## src/source/csr_defs.svh

```systemverilog
`ifndef CSR_DEFS_SVH
`define CSR_DEFS_SVH

// Machine-mode CSR addresses.
`define CSR_MSTATUS     12'h300
`define CSR_MIE         12'h304
`define CSR_MTVEC       12'h305
`define CSR_MEPC        12'h341
`define CSR_MCAUSE      12'h342
`define CSR_MIP         12'h344
`define CSR_MVENDORID   12'hF11
`define CSR_MARCHID     12'hF12
`define CSR_MIMPID      12'hF13
`define CSR_MHARTID     12'hF14

// Bit positions shared by mie and mip.
`define MSTATUS_MIE_BIT 3
`define MIE_MSIE_BIT    3
`define MIE_MTIE_BIT    7
`define MIE_MEIE_BIT    11

`define CAUSE_TIMER     32'h8000_0007
`define CAUSE_EXTERNAL  32'h8000_000B
`define CAUSE_ECALL     32'h0000_000B

// Register forms; bit 2 set selects the immediate form.
`define FUNCT3_CSRRW    3'b001
`define FUNCT3_CSRRS    3'b010
`define FUNCT3_CSRRC    3'b011
`define FUNCT3_IMM_BIT  2

`define DEF_VENDORID    32'h0000_0000
`define DEF_ARCHID      32'h0000_0000
`define DEF_IMPID       32'h0000_0001
`define DEF_HARTID      32'h0000_0000

`endif

```

## src/source/csr_pkg.sv

```systemverilog
package csr_pkg;

	// CSR values, PCs and rs1 operands.
	typedef logic [31:0] csr_word_t;

	// CSR address space.
	typedef logic [11:0] csr_index_t;

	// Zicsr operation code from funct3.
	typedef logic [2:0] csr_funct3_t;

	// mcause value; bit 31 flags an interrupt.
	typedef logic [31:0] csr_cause_t;

	// Trap controller states.
	typedef enum logic {
		IRQ_IDLE,
		IRQ_PENDING
	} irq_state_t;

endpackage

```

## src/source/csr_access_if.sv

```systemverilog
`timescale 1ns/10ps

interface csr_access_if import csr_pkg::*; ();

	// Access is a one-cycle level.
	logic access;
	logic write;
	csr_index_t index;
	csr_word_t wdata;

	// Combinational answer from the register file.
	csr_word_t rdata;
	logic illegal;

	modport master (
		output access,
		output write,
		output index,
		output wdata,
		input rdata,
		input illegal
	);

	modport slave (
		input access,
		input write,
		input index,
		input wdata,
		output rdata,
		output illegal
	);

endinterface

```

## src/source/csr_trap_if.sv

```systemverilog
`timescale 1ns/10ps

interface csr_trap_if import csr_pkg::*; ();

	// From the register file.
	logic global_enable;
	logic [2:0] enable_bits;
	csr_word_t mtvec;
	csr_cause_t mcause;

	// From the interrupt controller; bit order is {meip, mtip, msip}.
	logic [2:0] pending_bits;
	logic cause_wr;
	csr_cause_t cause;
	logic epc_wr;
	csr_word_t epc;

	modport file (
		output global_enable,
		output enable_bits,
		output mtvec,
		output mcause,
		input pending_bits,
		input cause_wr,
		input cause,
		input epc_wr,
		input epc
	);

	modport controller (
		input global_enable,
		input enable_bits,
		input mtvec,
		input mcause,
		output pending_bits,
		output cause_wr,
		output cause,
		output epc_wr,
		output epc
	);

endinterface

```

## src/source/csr_op_unit.sv

```systemverilog
`timescale 1ns/10ps

`include "csr_defs.svh"

module csr_op_unit import csr_pkg::*; (
	input logic i_csr_valid,
	input csr_funct3_t i_csr_funct3,
	input csr_index_t i_csr_index,
	input logic [4:0] i_rs1_field,
	input csr_word_t i_rs1_value,

	csr_access_if.master csr,

	output csr_word_t o_csr_rdata
);

	logic imm_form;
	logic rs1_zero;
	csr_funct3_t base_op;
	csr_word_t operand;
	csr_word_t new_value;
	logic write_en;

	assign imm_form = i_csr_funct3[`FUNCT3_IMM_BIT];
	assign base_op = {1'b0, i_csr_funct3[1:0]};
	assign rs1_zero = (i_rs1_field == 5'd0);

	// Immediate forms take the zero-extended rs1 field.
	assign operand = imm_form ? {27'd0, i_rs1_field} : i_rs1_value;

	always_comb begin
		new_value = csr.rdata;
		write_en = 1'b0;
		case (base_op)
			`FUNCT3_CSRRW: begin
				new_value = operand;
				write_en = 1'b1;
			end
			`FUNCT3_CSRRS: begin
				new_value = csr.rdata | operand;
				write_en = !rs1_zero;
			end
			`FUNCT3_CSRRC: begin
				new_value = csr.rdata & ~operand;
				write_en = !rs1_zero;
			end
			default: begin
				new_value = csr.rdata;
				write_en = 1'b0;
			end
		endcase
	end

	assign csr.access = i_csr_valid;
	assign csr.write = i_csr_valid && write_en;
	assign csr.index = i_csr_index;
	assign csr.wdata = new_value;

	// Old value goes back to rd.
	assign o_csr_rdata = csr.rdata;

endmodule

```

## src/source/csr_file.sv

```systemverilog
`timescale 1ns/10ps

`include "csr_defs.svh"

module csr_file import csr_pkg::*; #(
	parameter csr_word_t VENDORID = `DEF_VENDORID,
	parameter csr_word_t ARCHID = `DEF_ARCHID,
	parameter csr_word_t IMPID = `DEF_IMPID,
	parameter csr_word_t HARTID = `DEF_HARTID
) (
	input logic i_clock,
	input logic i_reset,
	output csr_word_t o_epc,

	csr_access_if.slave csr,
	csr_trap_if.file trap
);

	logic mstatus_mie;
	// {meie, mtie, msie}.
	logic [2:0] mie_bits;
	csr_word_t mtvec;
	csr_word_t mepc;
	csr_cause_t mcause;

	csr_word_t mstatus_image;
	csr_word_t mie_image;
	csr_word_t mip_image;
	logic known;
	logic write_en;

	always_comb begin
		mstatus_image = '0;
		mstatus_image[`MSTATUS_MIE_BIT] = mstatus_mie;

		mie_image = '0;
		mie_image[`MIE_MEIE_BIT] = mie_bits[2];
		mie_image[`MIE_MTIE_BIT] = mie_bits[1];
		mie_image[`MIE_MSIE_BIT] = mie_bits[0];

		// mip uses the mie positions.
		mip_image = '0;
		mip_image[`MIE_MEIE_BIT] = trap.pending_bits[2];
		mip_image[`MIE_MTIE_BIT] = trap.pending_bits[1];
		mip_image[`MIE_MSIE_BIT] = trap.pending_bits[0];
	end

	always_comb begin
		known = 1'b1;
		csr.rdata = '0;
		case (csr.index)
			`CSR_MSTATUS:   csr.rdata = mstatus_image;
			`CSR_MIE:       csr.rdata = mie_image;
			`CSR_MTVEC:     csr.rdata = mtvec;
			`CSR_MEPC:      csr.rdata = mepc;
			`CSR_MCAUSE:    csr.rdata = mcause;
			`CSR_MIP:       csr.rdata = mip_image;
			`CSR_MVENDORID: csr.rdata = VENDORID;
			`CSR_MARCHID:   csr.rdata = ARCHID;
			`CSR_MIMPID:    csr.rdata = IMPID;
			`CSR_MHARTID:   csr.rdata = HARTID;
			default:        known = 1'b0;
		endcase
	end

	// Top two address bits set mark a read-only CSR.
	assign csr.illegal = csr.access &&
		(!known || (csr.write && csr.index[11:10] == 2'b11));
	assign write_en = csr.access && csr.write && !csr.illegal;

	always_ff @(posedge i_clock) begin
		if (i_reset) begin
			mstatus_mie <= 1'b0;
			mie_bits <= 3'b000;
			mtvec <= '0;
			mepc <= '0;
			mcause <= '0;
		end else begin
			if (write_en) begin
				case (csr.index)
					`CSR_MSTATUS: mstatus_mie <= csr.wdata[`MSTATUS_MIE_BIT];
					`CSR_MIE: mie_bits <= {csr.wdata[`MIE_MEIE_BIT],
						csr.wdata[`MIE_MTIE_BIT], csr.wdata[`MIE_MSIE_BIT]};
					`CSR_MTVEC: mtvec <= csr.wdata;
					`CSR_MEPC: mepc <= csr.wdata;
					default: ;
				endcase
			end
			// Trap update overrides a software mepc write.
			if (trap.epc_wr)
				mepc <= trap.epc;
			if (trap.cause_wr)
				mcause <= trap.cause;
		end
	end

	assign trap.global_enable = mstatus_mie;
	assign trap.enable_bits = mie_bits;
	assign trap.mtvec = mtvec;
	assign trap.mcause = mcause;

	assign o_epc = mepc;

endmodule

```

## src/source/irq_controller.sv

```systemverilog
`timescale 1ns/10ps

`include "csr_defs.svh"

module irq_controller import csr_pkg::*; (
	input logic i_clock,
	input logic i_reset,
	input logic i_timer_interrupt,
	input logic i_external_interrupt,
	input logic i_ecall,
	input logic i_irq_dispatched,
	input csr_word_t i_irq_epc,
	output logic o_irq_pending,
	output csr_word_t o_irq_pc,

	csr_trap_if.controller trap
);

	irq_state_t state;
	// {meip, mtip, msip}.
	logic [2:0] pending;
	logic [2:0] request;
	logic [2:0] set_mask;
	logic [2:0] clear_mask;
	logic dispatch_q;
	logic dispatch_rise;
	csr_word_t irq_pc;

	assign request = {i_external_interrupt, i_timer_interrupt, i_ecall};

	// Latch only globally and individually enabled requests.
	assign set_mask = trap.global_enable ? (request & trap.enable_bits) : 3'b000;

	assign dispatch_rise = i_irq_dispatched && !dispatch_q;

	// Timer, then external, then ecall.
	always_comb begin
		trap.cause_wr = 1'b0;
		trap.cause = '0;
		if (state == IRQ_IDLE) begin
			if (pending[1]) begin
				trap.cause_wr = 1'b1;
				trap.cause = `CAUSE_TIMER;
			end else if (pending[2]) begin
				trap.cause_wr = 1'b1;
				trap.cause = `CAUSE_EXTERNAL;
			end else if (pending[0]) begin
				trap.cause_wr = 1'b1;
				trap.cause = `CAUSE_ECALL;
			end
		end
	end

	assign trap.epc_wr = (state == IRQ_PENDING) && dispatch_rise;
	assign trap.epc = i_irq_epc;

	// mcause holds the issued source while a trap is pending.
	always_comb begin
		clear_mask = 3'b000;
		if (trap.epc_wr) begin
			case (trap.mcause)
				`CAUSE_TIMER:    clear_mask = 3'b010;
				`CAUSE_EXTERNAL: clear_mask = 3'b100;
				`CAUSE_ECALL:    clear_mask = 3'b001;
				default:         clear_mask = 3'b000;
			endcase
		end
	end

	always_ff @(posedge i_clock) begin
		if (i_reset) begin
			state <= IRQ_IDLE;
			pending <= 3'b000;
			dispatch_q <= 1'b0;
		end else begin
			pending <= (pending & ~clear_mask) | set_mask;
			dispatch_q <= i_irq_dispatched;
			case (state)
				IRQ_IDLE:
					if (trap.cause_wr)
						state <= IRQ_PENDING;
				IRQ_PENDING:
					if (trap.epc_wr)
						state <= IRQ_IDLE;
				default:
					state <= IRQ_IDLE;
			endcase
		end
	end

	// Vector captured when the trap is issued.
	always_ff @(posedge i_clock) begin
		if (trap.cause_wr)
			irq_pc <= trap.mtvec;
	end

	assign trap.pending_bits = pending;
	assign o_irq_pending = (state == IRQ_PENDING);
	assign o_irq_pc = irq_pc;

endmodule

```

## src/source/csr_unit.sv

```systemverilog
`timescale 1ns/10ps

`include "csr_defs.svh"

module csr_unit import csr_pkg::*; #(
	parameter csr_word_t VENDORID = `DEF_VENDORID,
	parameter csr_word_t ARCHID = `DEF_ARCHID,
	parameter csr_word_t IMPID = `DEF_IMPID,
	parameter csr_word_t HARTID = `DEF_HARTID
) (
	input logic i_clock,
	input logic i_reset,

	input logic i_timer_interrupt,
	input logic i_external_interrupt,
	input logic i_ecall,

	input logic i_csr_valid,
	input csr_funct3_t i_csr_funct3,
	input csr_index_t i_csr_index,
	input logic [4:0] i_rs1_field,
	input csr_word_t i_rs1_value,
	output csr_word_t o_csr_rdata,
	output logic o_csr_illegal,

	output csr_word_t o_epc,

	output logic o_irq_pending,
	output csr_word_t o_irq_pc,
	input logic i_irq_dispatched,
	input csr_word_t i_irq_epc
);

	csr_access_if csr_bus ();
	csr_trap_if trap_bus ();

	csr_op_unit op_unit (
		.i_csr_valid(i_csr_valid),
		.i_csr_funct3(i_csr_funct3),
		.i_csr_index(i_csr_index),
		.i_rs1_field(i_rs1_field),
		.i_rs1_value(i_rs1_value),
		.csr(csr_bus.master),
		.o_csr_rdata(o_csr_rdata)
	);

	csr_file #(
		.VENDORID(VENDORID),
		.ARCHID(ARCHID),
		.IMPID(IMPID),
		.HARTID(HARTID)
	) regs (
		.i_clock(i_clock),
		.i_reset(i_reset),
		.o_epc(o_epc),
		.csr(csr_bus.slave),
		.trap(trap_bus.file)
	);

	irq_controller irq_ctrl (
		.i_clock(i_clock),
		.i_reset(i_reset),
		.i_timer_interrupt(i_timer_interrupt),
		.i_external_interrupt(i_external_interrupt),
		.i_ecall(i_ecall),
		.i_irq_dispatched(i_irq_dispatched),
		.i_irq_epc(i_irq_epc),
		.o_irq_pending(o_irq_pending),
		.o_irq_pc(o_irq_pc),
		.trap(trap_bus.controller)
	);

	assign o_csr_illegal = csr_bus.illegal;

endmodule

```

## config.mk

```make
export PLATFORM = sky130hd
export DESIGN_NAME = csr_unit
export DESIGN_NICKNAME = d
export VERILOG_FILES = /design/src/source/csr_pkg.sv /design/src/source/csr_access_if.sv /design/src/source/csr_trap_if.sv /design/src/source/csr_op_unit.sv /design/src/source/csr_file.sv /design/src/source/irq_controller.sv /design/src/source/csr_unit.sv
export VERILOG_INCLUDE_DIRS = /design/src /design/src/source
export SDC_FILE = /design/constraint.sdc
export NUM_CORES = 1
export LEC_CHECK = 0
export BUFFER_PORTS_ARGS = -buffer_cell sky130_fd_sc_hd__buf_2
export CORE_UTILIZATION = 25
export CTS_BUF_LIST = sky130_fd_sc_hd__clkbuf_4 sky130_fd_sc_hd__clkbuf_8
export DETAILED_ROUTE_END_ITERATION = 12
export PLACE_DENSITY = 0.47
export SLEW_MARGIN = 25
export SYNTH_ARGS = -nofsm -noshare
export SYNTH_HDL_FRONTEND = slang
export SYNTH_HIERARCHICAL = 1
export SYNTH_SLANG_ARGS = --single-unit
```

## constraint.sdc

```tcl
create_clock -name i_clock -period 3.8 [get_ports i_clock]
set_input_delay 0.76 -clock i_clock [delete_from_list [all_inputs] [get_ports i_clock]]
set_output_delay 0.76 -clock i_clock [all_outputs]
set_load 0.02 [all_outputs]
```

=== Word-level counts from Yosys, hierarchy flattened ===
Cells that the tools add are included.

* Equal/unequal tests: 17
* Mux-type cells: 22
* Bitwise gates (word level): 8
* Reductions and logical operators: 21

{| class="wikitable"
|+ Operator list
! cell !! number
|-
| $mux 32 || 7
|-
| $pmux 32 s7 || 1
|-
| $pmux 32 s3 || 1
|-
| $eq 12x10->1 const B || 6
|-
| $eq 32x32->1 const B || 2
|-
| $eq 12x12->1 const B || 4
|-
| $and 32x32->32 || 1
|-
| $eq 32x4->1 const B || 1
|-
| $not 32->32 || 1
|-
| $or 32x32->32 || 1
|-
| $reduce_or 10->1 || 1
|-
| $pmux 3 s3 || 1
|-
| $reduce_and 2->1 || 4
|-
| $logic_and 1x1->1 || 7
|-
| $mux 1 || 7
|-
| $and 3x3->3 || 2
|-
| $eq 2x2->1 const B || 3
|-
| $mux 3 || 2
|-
| $logic_not 5->1 || 1
|-
| $logic_not 1->1 || 4
|-
| $mux 4 || 1
|-
| $pmux 1 s2 || 2
|-
| $reduce_bool 2->1 || 2
|-
| $not 3->3 || 1
|-
| 5 further kinds || 5
|}

* Bits in registers: 137
* Logic and storage cells: 77

=== Longest topological paths before layout ===
* Depth after elaboration: 11
* Gate-level depth with buffers: 13
* Depth with buffers taken out: 9

=== Modules after synthesis ===
Netlist, hierarchy kept.

{| class="wikitable"
|+ By module, submodules not included
! module !! instances !! cells an instance !! area each (µm²)
|-
| csr_file || 1 || 520 || 4,568.1
|-
| irq_controller || 1 || 139 || 1,783.0
|-
| csr_op_unit || 1 || 191 || 1,281.2
|}

=== Worst setup path after synthesis ===
OpenSTA, ideal clock, no wires.

* Path type: input port to output port
* Start point: input port i_csr_index[2]
* End point: output port o_csr_rdata[10]
* Data arrival time: 2.603 ns
* Required time: 3.040 ns
* Slack: 0.437 ns
* Cell stages on the path: 10
* Cell sequence: buf_4 -> buf_2 -> or3b_2 -> nor3b_2 -> nor2b_1 -> buf_2 -> buf_2 -> a222oi_1 -> inv_1 -> buf_4

* Longest elaborated chain between the ends: 2

{| class="wikitable"
|+ RTL lines
! element !! line !! source
|-
| start, declared || csr_unit.sv:20 || <nowiki>input csr_index_t i_csr_index,</nowiki>
|-
| $eq 12x12->1 or $eq 12x10->1 (tied branches) || csr_file.sv:51 || <nowiki>case (csr.index)</nowiki>
|-
| $pmux 32 s7 (*) || csr_file.sv:51 ||
|-
| end, declared || csr_unit.sv:23 || <nowiki>output csr_word_t o_csr_rdata,</nowiki>
|}

Mark *: on every way between the ends. The rest lies on a longest branch, timed or not.

=== Worst setup path after layout ===
* Start point: input port i_csr_index[6]
* End point: output port o_csr_rdata[5]

The elaborated chain is that of the path after synthesis.

==> flow_metrics.tcl <==
set metrics [dict create \
    status "complete, no violations" \
    dieArea_mm2 0.0312 \
    min_period_over_period 0.924 \
    worst-slew-pin-transition_ns 0.672 \
    die_h_um 177 \
    holdBufCountCts 0 \
    io_buffers 188 \
    clock_latency_ns 0.44 \
    fin_skew_ns 0.0186 \
    leakagePower_nw 3.51 \
    grt_pass1_vias 6149 \
    drive_above_1_share 0.276 \
    clk_pin_slew_ns 0.09 \
    ctsResizeCount 0 \
    cts_tree "yes" \
    clock_path_buffers 2 \
    ant_nets 0 \
    cp_common_cell "buf_2" \
    dpl.hpwl_um 17300 \
    via_count 6163 \
    finalWeightedCongestion 0.792 \
    coreArea_mm2 0.0299 \
    dp.cells 1308 \
    fillers 3160 \
    cap_violations 0 \
    fin_setup_tns_ns 0 \
    grt_use_met1 0.198 \
    drt-vias-per-instance 4.60 \
    crit_chain "buf_2 -> or3b_2 -> nor3b_2 -> nor2b_4 -> buf_12 -> a222oi_1 -> inv_1 -> buf_2" \
    die_w_um 177 \
    finalSetupViolCount 0 \
    fmax_ghz 0.285 \
    cpPeakStageDelay_ns 0.53 \
    slew_headroom 0.552 \
    hp-class "flop to flop" \
    dr.pass1.iters 7 \
    synth_edf_count 32 \
    finalInstanceArea_mm2 0.00880 \
    antenna_found_initial 1 \
    detail_route.iter0.violations 407 \
    routedWlPerCell_um 18.3 \
    worstSetupStartpointType "input port" \
    p_per_area_mw_per_mm2 359 \
    cp.arrival_ns 2.75 \
    drc 0 \
    grt_pass1_wl_um 37100 \
    ioPinCount 189 \
    drt-total-wl_um 24600 \
    path_class "input port to output pin" \
    cts_setup_buffers 0 \
    place_area_mm2 0.00832 \
    worst-path-max-fanout 25 \
    met3_usage 0.0348 \
    peakVddDrop_uv 208 \
    grt_util_met2 0.275 \
    grt_max_degree 73 \
    root_buffer "clkbuf_8" \
    syn-instance-count 850 \
    nets 1028 \
    async_reset_ff_frac 0 \
    synthFlopType "dfxtp_1" \
    h-tree-depth 4 \
    area_growth_pct 15.3 \
    critPathSlowestCell "or3b_2" \
    syn_avg_cell_area_um2 8.98 \
    ys_warn_count 6 \
    finalNonFillerCells 1341 \
    ys_types 52 \
    cts.sinks 137 \
    path_buf_inv 4 \
    top_usage_layer "met2" \
    cp_top_family "simple AND/OR/NAND/NOR gates" \
    track_usage 0.159 \
    rows 63 \
    start_util 0.255 \
    worst-endpoint-required_ns 3.04 \
    synth_area_mm2 0.00763 \
    drv_slew 0 \
    min_period_ns 3.51 \
    yosysSeqAreaShare 0.401 \
    critPathCaptureType "output pin" \
    synth_seq_cells 137 \
    overflow 0 \
    cts_made_buffers 17 \
    rsz0062_at_grt "false" \
    hold_viol 0 \
]
synthesized netlist by cell type, types with 3 or more instances:
cell type | instances | area share
buf_6 | 3 | 0.0044
inv_1 | 35 | 0.017
mux2_2 | 7 | 0.010
a41oi_1 | 3 | 0.0034
nor3_1 | 6 | 0.0039
nor2b_1 | 18 | 0.015
and2b_1 | 10 | 0.0098
edfxtp_1 | 32 | 0.13
a222oi_1 | 28 | 0.037
a21oi_1 | 98 | 0.064
xnor2_1 | 27 | 0.031
a31oi_1 | 3 | 0.0025
clkbuf_1 | 31 | 0.015
buf_2 | 12 | 0.0079
o21ai_0 | 5 | 0.0033
buf_4 | 113 | 0.11
a21o_1 | 3 | 0.0030
a211oi_1 | 32 | 0.031
buf_1 | 3 | 0.0015
dfxtp_1 | 105 | 0.28
mux2i_1 | 74 | 0.097
nor2_1 | 80 | 0.039
or2_2 | 6 | 0.0049
nor4_1 | 5 | 0.0041
nand2_1 | 73 | 0.036
nand2b_1 | 4 | 0.0033
path summary, 6_finish.rpt:
| kind | start | endpoint | slack, ns | cells past startpoint |
|---|---|---|---|---|
| worst max-delay path | i_csr_index[6] | o_csr_rdata[5] | 0.29 | 8 |
| worst min register to register | regs/trap.mtvec[2] | irq_ctrl/o_irq_pc[2] | 0.47 | 0 |
| worst min-delay path | regs/trap.mtvec[2] | irq_ctrl/o_irq_pc[2] | 0.47 | 0 |
| worst max register to register | irq_ctrl/trap.pending_bits[0] | regs/trap.mcause[15] | 1.76 | 6 |
report_power, final:
group / total [W] / switching, W / internal [W]
sequential: 0.00148 / 0.000000210 / 0.00148
combinational: 0.000234 / 0.000134 / 0.000100
clock: 0.00144 / 0.000618 / 0.000826
total: 0.00316 / 0.000752 / 0.00241
stage by stage:
step | worst slack, ns | power (W) | utilization | hold WS (ns)
2_1_floorplan | 0.437 | 0.00171 | - | 0.429
3_3_place_gp | 0.365 | 0.00175 | 0.279 | 0.448
3_5_place_dp | 0.288 | 0.00175 | 0.279 | 0.442
4_1_cts | 0.284 | 0.00321 | 0.294 | 0.464
5_1_grt | 0.199 | 0.00329 | 0.294 | 0.476
6_report | 0.288 | 0.00316 | 0.294 | 0.465
flip-flops by register name, indices dropped and copies added (netlist names):
register / cells
irq_ctrl/o_irq_pc: 32
regs/o_epc: 32
regs/trap.mcause: 32
regs/trap.mtvec: 32
irq_ctrl/trap.pending_bits: 3
regs/trap.enable_bits: 3
irq_ctrl/dispatch_q: 1
irq_ctrl/o_irq_pending: 1
regs/trap.global_enable: 1
worst reg2reg max path: cells and delay by family, from the launching register on:
family / cells / cell delay [ns]
buffers and inverters: 2 / 0.79
flip-flops: 1 / 0.41
multiplexers: 1 / 0.26
AND/OR/NAND/NOR: 3 / 0.45
per-layer routing:
| layer | vias to the layer above | part of all wire |
|---|---|---|
| met5 | - | 0 |
| met4 | 0 | 0.0094 |
| met3 | 12 | 0.054 |
| met2 | 169 | 0.50 |
| met1 | 2952 | 0.44 |
| li1 | 3030 | - |
final cells by class:
| type | instances | area [um^2] | area share |
|---|---|---|---|
| repair buffers | 204 | 1150 | 0.131 |
| multi-input cells | 542 | 3490 | 0.396 |
| diodes | 1 | 2.50 | 0.000284 |
| inverters | 35 | 133 | 0.0151 |
| well taps | 390 | 488 | 0.0555 |
| flip-flops and latches | 137 | 3060 | 0.348 |
| clock inverters | 13 | 213 | 0.0242 |
| clock buffers | 19 | 262 | 0.0297 |
cell usage in the layout (no fill, tap or decap), drive strengths merged, types with 4 or more instances in the layout:
cell	synthesis	routed
bufinv	0	5
buf	131	204
clkinv	0	5
clkbuf	31	19
nor3	6	6
mux2i	74	74
inv	35	38
nand2	73	73
edfxtp	32	32
xnor2	27	27
conb	1	27
or2	6	6
a222oi	28	28
nand2b	4	4
nor4	8	8
a21oi	98	98
mux2	7	7
and2b	10	10
o21ai	5	5
a211oi	32	32
nor2b	18	18
dfxtp	105	105
nor2	80	80
or4	4	4
logic make-up after synthesis:
kind of cell,after synthesis,share of synthesized area
other,1,0.000491
AO/OA/AOI/OAI,179,0.153
flip-flops,137,0.401
multiplexers,81,0.107
XOR/XNOR,27,0.0310
buffers and inverters,197,0.157
adder cells (fa/ha/maj),1,0.00131
AND/OR/NAND/NOR,227,0.148
Power figures use the tool's default switching activity.
